===== config.mk =====
export PLATFORM = sky130hd
export DESIGN_NAME = keypad_calc_top
export DESIGN_NICKNAME = d
export VERILOG_FILES = /design/src/logic/calc_pkg.sv /design/src/logic/key_token_if.sv /design/src/logic/keypad_scanner.sv /design/src/logic/calc_engine.sv /design/src/logic/result_display.sv /design/src/logic/keypad_calc_top.sv
export VERILOG_INCLUDE_DIRS = /design/src /design/src/logic
export SDC_FILE = /design/constraint.sdc
export NUM_CORES = 1
export LEC_CHECK = 0
export BUFFER_PORTS_ARGS = -buffer_cell sky130_fd_sc_hd__buf_2
export CORE_ASPECT_RATIO = 1.2
export CORE_MARGIN = 2
export CORE_UTILIZATION = 60
export CTS_BUF_LIST = sky130_fd_sc_hd__clkbuf_8
export DETAILED_ROUTE_END_ITERATION = 8
export PLACE_DENSITY = 0.77
export SLEW_MARGIN = 25
export SYNTH_ARGS = -nofsm -noshare
export SYNTH_HDL_FRONTEND = slang
export SYNTH_SLANG_ARGS = --single-unit
export TNS_END_PERCENT = 30

===== constraint.sdc =====
create_clock -name clk -period 8.5 [get_ports clk]
set_input_delay 0.85 -clock clk [delete_from_list [all_inputs] [get_ports clk]]
set_output_delay 0.85 -clock clk [all_outputs]
set_load 0.01 [all_outputs]

===== src/logic/calc_macros.svh =====
`ifndef CALC_MACROS_SVH
`define CALC_MACROS_SVH

// cycles a row must read low before the key counts as pressed
`define CALC_DEBOUNCE_CYCLES 10

// width of operands, accumulator and result
`define CALC_OPERAND_BITS 16

// decimal digits on the display, enough for 32768
`define CALC_BCD_DIGITS 5

`endif


===== src/logic/calc_pkg.sv =====
`include "calc_macros.svh"
`default_nettype none

package calc_pkg;

    typedef logic [3:0] key_index_t;                       // row * 4 + col
    typedef logic [3:0] digit_t;                           // 0 to 9 only

    typedef enum logic [2:0] {
        OP_NONE   = 3'd0,                                  // token is a digit or equals
        OP_NEGATE = 3'd1,                                  // key F, sign toggle
        OP_ADD    = 3'd2,                                  // key 3
        OP_SUB    = 3'd3,                                  // key 7
        OP_MUL    = 3'd4                                   // key B
    } op_t;

    typedef logic signed [`CALC_OPERAND_BITS-1:0] operand_t;   // two's complement, wraps
    typedef logic [4*`CALC_BCD_DIGITS-1:0] bcd_t;              // lsd in low nibble

    typedef enum logic [2:0] {
        IDLE,
        SCAN_COL,
        WAIT_STABLE,
        CONFIRM,
        WAIT_RELEASE
    } scan_state_t;

endpackage

`default_nettype wire


===== src/logic/key_token_if.sv =====
`default_nettype none

interface key_token_if;
    import calc_pkg::*;

    logic   ready;                                         // token held and valid
    digit_t digit;                                         // meaningful when op none, no equal
    op_t    op;                                            // operator or sign toggle
    logic   equal;                                         // equals key
    logic   taken;                                         // one-cycle ack from engine

    modport scanner (
        output ready, digit, op, equal,
        input  taken
    );

    modport engine (
        input  ready, digit, op, equal,
        output taken
    );

endinterface

`default_nettype wire


===== src/logic/keypad_scanner.sv =====
`include "calc_macros.svh"
`default_nettype none

module keypad_scanner (
    input  logic        clk,
    input  logic        nRST,
    input  logic [3:0]  row_in,                            // pulled up, low when pressed
    output logic [3:0]  col_out,                           // one column driven low
    key_token_if.scanner tok
);
    import calc_pkg::*;

    localparam int DB_W = $clog2(`CALC_DEBOUNCE_CYCLES + 1);

    scan_state_t     state;
    scan_state_t     state_next;
    logic [3:0]      row_meta;                             // first sync stage
    logic [3:0]      row_sync;                             // second sync stage
    logic            key_down;                             // some row reads low
    logic [1:0]      col_index;                            // column driven now
    logic [1:0]      col_dly;                              // column one cycle back
    logic [1:0]      col_seen;                             // column that row_sync belongs to
    logic [DB_W-1:0] db_cnt;
    logic            db_done;
    logic [1:0]      row_hit;
    key_index_t      key_now;
    logic            key_empty;
    digit_t          dec_digit;
    op_t             dec_op;
    logic            dec_equal;

    assign col_out   = ~(4'b0001 << col_index);            // 1110 after reset
    assign key_down  = ~&row_sync;
    assign db_done   = key_down && (db_cnt == DB_W'(`CALC_DEBOUNCE_CYCLES - 1));
    assign key_empty = (key_now == 4'd14);

    always_ff @(posedge clk or negedge nRST) begin
        if (!nRST) begin
            row_meta <= 4'hF;                              // idle rows read high
            row_sync <= 4'hF;
        end else begin
            row_meta <= row_in;
            row_sync <= row_meta;
        end
    end

    // lowest pressed row wins, column is the aligned one in WAIT_STABLE
    always_comb begin
        row_hit = 2'd0;
        for (int r = 3; r >= 0; r--) begin
            if (!row_sync[r])
                row_hit = 2'(r);
        end
        key_now = {row_hit, col_index};
    end

    always_comb begin
        dec_digit = 4'd0;
        dec_op    = OP_NONE;
        dec_equal = 1'b0;
        case (key_now)
            4'd0:  dec_digit = 4'd1;
            4'd1:  dec_digit = 4'd2;
            4'd2:  dec_digit = 4'd3;
            4'd3:  dec_op    = OP_ADD;
            4'd4:  dec_digit = 4'd4;
            4'd5:  dec_digit = 4'd5;
            4'd6:  dec_digit = 4'd6;
            4'd7:  dec_op    = OP_SUB;
            4'd8:  dec_digit = 4'd7;
            4'd9:  dec_digit = 4'd8;
            4'd10: dec_digit = 4'd9;
            4'd11: dec_op    = OP_MUL;
            4'd12: dec_equal = 1'b1;
            4'd13: dec_digit = 4'd0;
            4'd15: dec_op    = OP_NEGATE;               // minus symbol key
            default: ;                                     // key 14, no token
        endcase
    end

    always_comb begin
        state_next = state;
        case (state)
            IDLE:         state_next = SCAN_COL;
            SCAN_COL:     state_next = key_down ? WAIT_STABLE : SCAN_COL;
            WAIT_STABLE: begin
                if (db_done)
                    state_next = key_empty ? WAIT_RELEASE : CONFIRM;
            end
            CONFIRM:      state_next = tok.taken ? WAIT_RELEASE : CONFIRM;
            WAIT_RELEASE: state_next = key_down ? WAIT_RELEASE : IDLE;
            default:      state_next = IDLE;
        endcase
    end

    always_ff @(posedge clk or negedge nRST) begin
        if (!nRST) begin
            state     <= IDLE;
            col_index <= 2'd0;
            col_dly   <= 2'd0;
            col_seen  <= 2'd0;
            db_cnt    <= '0;
            tok.ready <= 1'b0;
        end else begin
            state    <= state_next;
            col_dly  <= col_index;
            col_seen <= col_dly;                           // rows lag the column by both sync flops
            case (state)
                SCAN_COL: begin
                    db_cnt <= '0;
                    if (key_down)
                        col_index <= col_seen;             // rewind to the column that hit
                    else
                        col_index <= col_index + 2'd1;
                end
                WAIT_STABLE: begin
                    if (!key_down)
                        db_cnt <= '0;                      // bounce gap, start over
                    else if (!db_done)
                        db_cnt <= db_cnt + 1'b1;
                    if (db_done && !key_empty)
                        tok.ready <= 1'b1;                 // high from first CONFIRM cycle
                end
                CONFIRM: begin
                    if (tok.taken)
                        tok.ready <= 1'b0;
                end
                default: ;
            endcase
        end
    end

    // token held steady for the whole of CONFIRM
    always_ff @(posedge clk) begin
        if (state == WAIT_STABLE && db_done) begin
            tok.digit <= dec_digit;
            tok.op    <= dec_op;
            tok.equal <= dec_equal;
        end
    end

endmodule

`default_nettype wire


===== src/logic/calc_engine.sv =====
`default_nettype none

module calc_engine (
    input  logic               clk,
    input  logic               nRST,
    key_token_if.engine        tok,
    output calc_pkg::operand_t result,
    output logic               result_strobe
);
    import calc_pkg::*;

    operand_t acc;                                         // running left-to-right value
    operand_t entry_mag;                                   // digits typed so far
    logic     entry_neg;                                   // sign toggled by key F
    op_t      pending_op;                                  // applied at next operator or equals
    operand_t entry_val;
    operand_t eval_val;
    logic     is_digit;

    assign entry_val = entry_neg ? -entry_mag : entry_mag;
    assign is_digit  = (tok.op == OP_NONE) && !tok.equal;

    always_comb begin
        case (pending_op)
            OP_SUB:  eval_val = acc - entry_val;
            OP_MUL:  eval_val = acc * entry_val;           // low 16 bits kept
            default: eval_val = acc + entry_val;
        endcase
    end

    // ack one cycle after ready, once per token
    always_ff @(posedge clk or negedge nRST) begin
        if (!nRST)
            tok.taken <= 1'b0;
        else
            tok.taken <= tok.ready && !tok.taken;
    end

    always_ff @(posedge clk or negedge nRST) begin
        if (!nRST) begin
            acc           <= '0;
            entry_mag     <= '0;
            entry_neg     <= 1'b0;
            pending_op    <= OP_ADD;
            result_strobe <= 1'b0;
        end else begin
            result_strobe <= 1'b0;
            if (tok.taken) begin
                if (tok.equal) begin
                    acc           <= '0;
                    entry_mag     <= '0;
                    entry_neg     <= 1'b0;
                    pending_op    <= OP_ADD;
                    result_strobe <= 1'b1;
                end else if (is_digit) begin
                    entry_mag <= operand_t'(entry_mag * 10 + tok.digit);   // wraps
                end else if (tok.op == OP_NEGATE) begin
                    entry_neg <= !entry_neg;
                end else begin
                    acc        <= eval_val;                // no precedence
                    pending_op <= tok.op;
                    entry_mag  <= '0;
                    entry_neg  <= 1'b0;
                end
            end
        end
    end

    always_ff @(posedge clk) begin
        if (tok.taken && tok.equal)
            result <= eval_val;                            // valid with result_strobe
    end

endmodule

`default_nettype wire


===== src/logic/result_display.sv =====
`include "calc_macros.svh"
`default_nettype none

module result_display (
    input  logic               clk,
    input  logic               nRST,
    input  calc_pkg::operand_t result,
    input  logic               result_strobe,
    output logic               shown_negative,
    output calc_pkg::bcd_t     shown_digits,
    output logic               shown_valid
);
    import calc_pkg::*;

    localparam int STEP_W = $clog2(`CALC_OPERAND_BITS);

    logic                          busy;                   // conversion running
    logic [STEP_W-1:0]             step;                   // shift steps done
    logic                          last_step;
    logic                          neg_hold;               // sign of latched result
    logic [`CALC_OPERAND_BITS-1:0] bin_work;               // magnitude, msb shifts out
    bcd_t                          bcd_work;
    bcd_t                          bcd_adj;
    bcd_t                          bcd_next;

    assign last_step = (step == STEP_W'(`CALC_OPERAND_BITS - 1));

    // add 3 to nibbles of 5 or more, then shift in next binary bit
    always_comb begin
        bcd_adj = bcd_work;
        for (int i = 0; i < `CALC_BCD_DIGITS; i++) begin
            if (bcd_work[4*i +: 4] >= 4'd5)
                bcd_adj[4*i +: 4] = bcd_work[4*i +: 4] + 4'd3;
        end
        bcd_next = {bcd_adj[4*`CALC_BCD_DIGITS-2:0], bin_work[`CALC_OPERAND_BITS-1]};
    end

    always_ff @(posedge clk) begin
        if (result_strobe && !busy) begin
            neg_hold <= result[`CALC_OPERAND_BITS-1];
            bin_work <= result[`CALC_OPERAND_BITS-1] ? -result : result;   // -32768 gives 32768
            bcd_work <= '0;
        end else if (busy) begin
            bcd_work <= bcd_next;
            bin_work <= bin_work << 1;
        end
    end

    always_ff @(posedge clk or negedge nRST) begin
        if (!nRST) begin
            busy           <= 1'b0;
            step           <= '0;
            shown_valid    <= 1'b0;
            shown_negative <= 1'b0;
            shown_digits   <= '0;
        end else begin
            shown_valid <= 1'b0;
            if (result_strobe && !busy) begin              // strobe while busy is dropped
                busy <= 1'b1;
                step <= '0;
            end else if (busy) begin
                step <= step + 1'b1;
                if (last_step) begin                       // 16th shift, outputs load now
                    busy           <= 1'b0;
                    shown_valid    <= 1'b1;
                    shown_negative <= neg_hold;
                    shown_digits   <= bcd_next;
                end
            end
        end
    end

endmodule

`default_nettype wire


===== src/logic/keypad_calc_top.sv =====
`default_nettype none

module keypad_calc_top (
    input  logic           clk,
    input  logic           nRST,
    input  logic [3:0]     row_in,                         // keypad rows, pulled up
    output logic [3:0]     col_out,                        // keypad columns, one low
    output logic           shown_negative,
    output calc_pkg::bcd_t shown_digits,
    output logic           shown_valid
);
    import calc_pkg::*;

    operand_t result;                                      // engine to display
    logic     result_strobe;

    key_token_if tok_bus ();                               // scanner to engine tokens

    keypad_scanner u_scanner (
        .clk     (clk),
        .nRST    (nRST),
        .row_in  (row_in),
        .col_out (col_out),
        .tok     (tok_bus.scanner)
    );

    calc_engine u_engine (
        .clk           (clk),
        .nRST          (nRST),
        .tok           (tok_bus.engine),
        .result        (result),
        .result_strobe (result_strobe)
    );

    result_display u_display (
        .clk            (clk),
        .nRST           (nRST),
        .result         (result),
        .result_strobe  (result_strobe),
        .shown_negative (shown_negative),
        .shown_digits   (shown_digits),
        .shown_valid    (shown_valid)
    );

endmodule

`default_nettype wire


==> impl_metrics.env <==
export IMPL_critical_path_startpoint="u_engine.entry_mag[0]"
export IMPL_grtUsageTotal_pct=26.4
export IMPL_grt_remaining_overflow=0
export IMPL_peakVddDrop_mv=0.213
export IMPL_cts_tree="done"
export IMPL_slowest_stage="xor2_1"
export IMPL_top_layer="met4"
export IMPL_post_synth_top_count_cell="nand2_1"
export IMPL_grt_setup_unrepaired="no"
export IMPL_post_cts_setup_buffer_count=0
export IMPL_cp_slowest_stage_delay_ns=0.55
export IMPL_crit_path_frequent_cell="fa_1"
export IMPL_synth_top_area_cell="dfrtp_1"
export IMPL_path_max_fanout=10
export IMPL_wl_met1_mm=11.1
export IMPL_ant_nets=0
export IMPL_insertedDiodeCount=0
export IMPL_fin_setup_tns_ns=0
export IMPL_syn_num_nets=1606
export IMPL_fmaxAchievable_mhz=132
export IMPL_dieWidth_um=137
export IMPL_max_cap_violations=0
export IMPL_cts_hold_buf=0
export IMPL_power_density_nw_per_um2=335
export IMPL_leakage_nw=6.51
export IMPL_relSlewSlack_pct=32.4
export IMPL_arrival_ns=7.90
export IMPL_drt_iter0_markers=593
export IMPL_wl_mm=27.9
export IMPL_die_h_um=164
export IMPL_cts_clk_slew_worst_paths_ns=0.09
export IMPL_n_fill_cell=1731
export IMPL_status="finished clean"
export IMPL_route_vias_total=9646
export IMPL_r2r_end="u_engine.acc[15]"
export IMPL_portBuffers=31
export IMPL_syn2layout_area_growth_pct=6.60
export IMPL_layout_drive_gt1_share_pct=7.24
export IMPL_reg2reg_depth=26
export IMPL_netlist_area_um2=12800
export IMPL_grt_pass1_vias=9665
export IMPL_r2r_slack_ns=0.94
export IMPL_htreeDepth=4
export IMPL_antenna_found_initial=0
export IMPL_yosysWarnings=0
export IMPL_ys_ff_latch=148
export IMPL_p_total_mw=4.58
export IMPL_drv_slew=0
export IMPL_cts_resized=0
export IMPL_coreArea_um2=21000
export IMPL_critPathCapture="u_engine.acc[15]"
export IMPL_critical_path_endpoint_type="flop"
export IMPL_clock_sinks=148
export IMPL_worst_pin_slew_ns=1.01
export IMPL_io_pins=32
export IMPL_std_cell_rows=58
export IMPL_synth_avg_cell_area_um2=9.18
export IMPL_clockBufferDepth=2
export IMPL_firstDrtPassIters=5
export IMPL_route_met2_wl_mm=14.3
export IMPL_clock_latency_ns=0.45
export IMPL_drt_wirelength_per_cell_um=16.5
export IMPL_grt_max_degree=60
export IMPL_syn_instance_count=1396
export IMPL_synth_ff_type="dfrtp_1"
export IMPL_synth_common_cells="199 x nand2_1, 171 x inv_1, 122 x ha_1"
export IMPL_final_hold_viol_count=0
export IMPL_synth_area_top_cells="dfrtp_1 15%, fa_1 13%, ha_1 12%"
export IMPL_crit_type="flop to flop"
export IMPL_post_route_period_util_pct=88.9
export IMPL_place_congestion=0.916
export IMPL_worstPathRequired_ns=8.84
export IMPL_dp_hpwl_mm=20.8
export IMPL_seq_area_frac_synth_pct=29.8
export IMPL_synth_cell_type_count=67
export IMPL_setup_viol=0
export IMPL_die_area_um2=22600
export IMPL_synth_top_area_share_pct=15.2
export IMPL_start_kind="flop"
export IMPL_r2r_start="u_engine.entry_mag[0]"
export IMPL_route_detailed_drc=0
export IMPL_period_minus_slack_ns=7.56
export IMPL_setup_ws_ns=0.941
export IMPL_nNetsFinal=1619
export IMPL_skew_ns=0.0121
export IMPL_dr_wl_met3_mm=1.40
export IMPL_fin_util_pct=65.2
export IMPL_async_flop_share_pct=58.8
export IMPL_design_area_um2=13700
export IMPL_drt_vias_per_instance=5.70
export IMPL_cts_buffers=17
export IMPL_dpl_cell_area_um2=13200
export IMPL_dp_slack_ns=1.05
export IMPL_synth_edf_count=41
export IMPL_start_util_pct=61.1
export IMPL_holdCritPathClass="input pin to asynchronous set/reset pin"
export IMPL_grt_pass1_wl_mm=46.3
export IMPL_ctsRootBufferMaster="clkbuf_8"
-- routing by layer --
metal  GRT usage, %  vias up
met5              0        -
met4           10.8        0
met3           3.98       76
met2           47.3      274
met1           31.5     4671
li1               -     4625
-- state kept, by name, summed over array words and instances (netlist names), 2 cells and up --
| register | cells |
|---|---|
| u_display.bcd_work | 20 |
| u_display.shown_digits | 20 |
| u_display.bin_work | 16 |
| u_engine.acc | 16 |
| u_engine.entry_mag | 16 |
| u_engine.result | 16 |
| u_display.step | 4 |
| u_scanner.db_cnt | 4 |
| u_scanner.row_meta | 4 |
| u_scanner.row_sync | 4 |
| u_scanner.tok.digit | 4 |
| u_engine.pending_op | 3 |
| u_scanner.state | 3 |
| u_scanner.tok.op | 3 |
| u_scanner.col_dly | 2 |
| u_scanner.col_index | 2 |
| u_scanner.col_seen | 2 |
-- report_power, final --
| group | internal (mW) | total (mW) | switching, mW |
|---|---|---|---|
| logic | 1.10 | 2.59 | 1.50 |
| registers | 1.09 | 1.38 | 0.292 |
| clock network | 0.327 | 0.608 | 0.281 |
| total | 2.51 | 4.58 | 2.07 |
-- metrics by stage --
step,hold slack (ns),cells
final,0.323,1692
after global routing,0.327,1692
after CTS,0.301,1692
after detailed placement,0.337,1660
after global placement,0.334,1660
after floorplan,0.331,1396
-- kinds of logic after synthesis --
kind of cell               Yosys count  share of synthesized area [%]
buffers and inverters              222                           6.57
xor gates and xnor gates           116                           8.53
adders and majority gates          204                           24.7
and+or+nand+nor                    449                           17.0
DFF                                148                           29.8
muxes                               27                           2.17
AOI/OAI and AO/OA                  230                           11.2
-- worst min path at each step --
stage	endpoint	depth (start not counted)
floorplan	u_scanner.col_seen[0]	0
global placement	u_scanner.col_seen[1]	0
detailed placement	u_scanner.col_seen[0]	0
CTS	u_display.shown_digits[10]	1
global route	u_display.shown_digits[10]	1
finish	u_display.shown_digits[7]	1
-- critical path: cells and delay by family (launching register included) --
kind            cells  cell delay (ns)
compound gates      2             0.73
buf+inv             5             0.55
xor+xnor            9             2.19
fa+ha+maj           7             3.16
flops               1             0.50
mux                 1             0.11
simple gates        2             0.22
-- layout make-up --
class,count,area (um2),share of cell area (%)
Timing Repair Buffer,45,263,1.92
Multi-Input combinational cell,1026,8170,59.8
Inverter,171,642,4.70
Clock inverter,14,183,1.34
Sequential cell,148,3820,28.0
Clock buffer,18,248,1.81
Tap cell,270,338,2.47
-- cell usage in the layout (no fill, tap or decap), types with 21 or more instances in the layout --
master | synthesis | routed
nand2_1 | 199 | 199
inv_1 | 171 | 174
ha_1 | 122 | 122
o21ai_0 | 97 | 97
fa_1 | 82 | 82
dfrtp_1 | 78 | 78
xnor2_1 | 68 | 66
nor2_1 | 56 | 56
nand2b_1 | 49 | 49
a21oi_1 | 44 | 44
xor2_1 | 42 | 42
and2_1 | 41 | 41
edfxtp_1 | 41 | 41
buf_2 | 1 | 30
nor2b_1 | 25 | 25
mux2i_1 | 21 | 21
No activity file was read; power rests on OpenSTA's default activity.
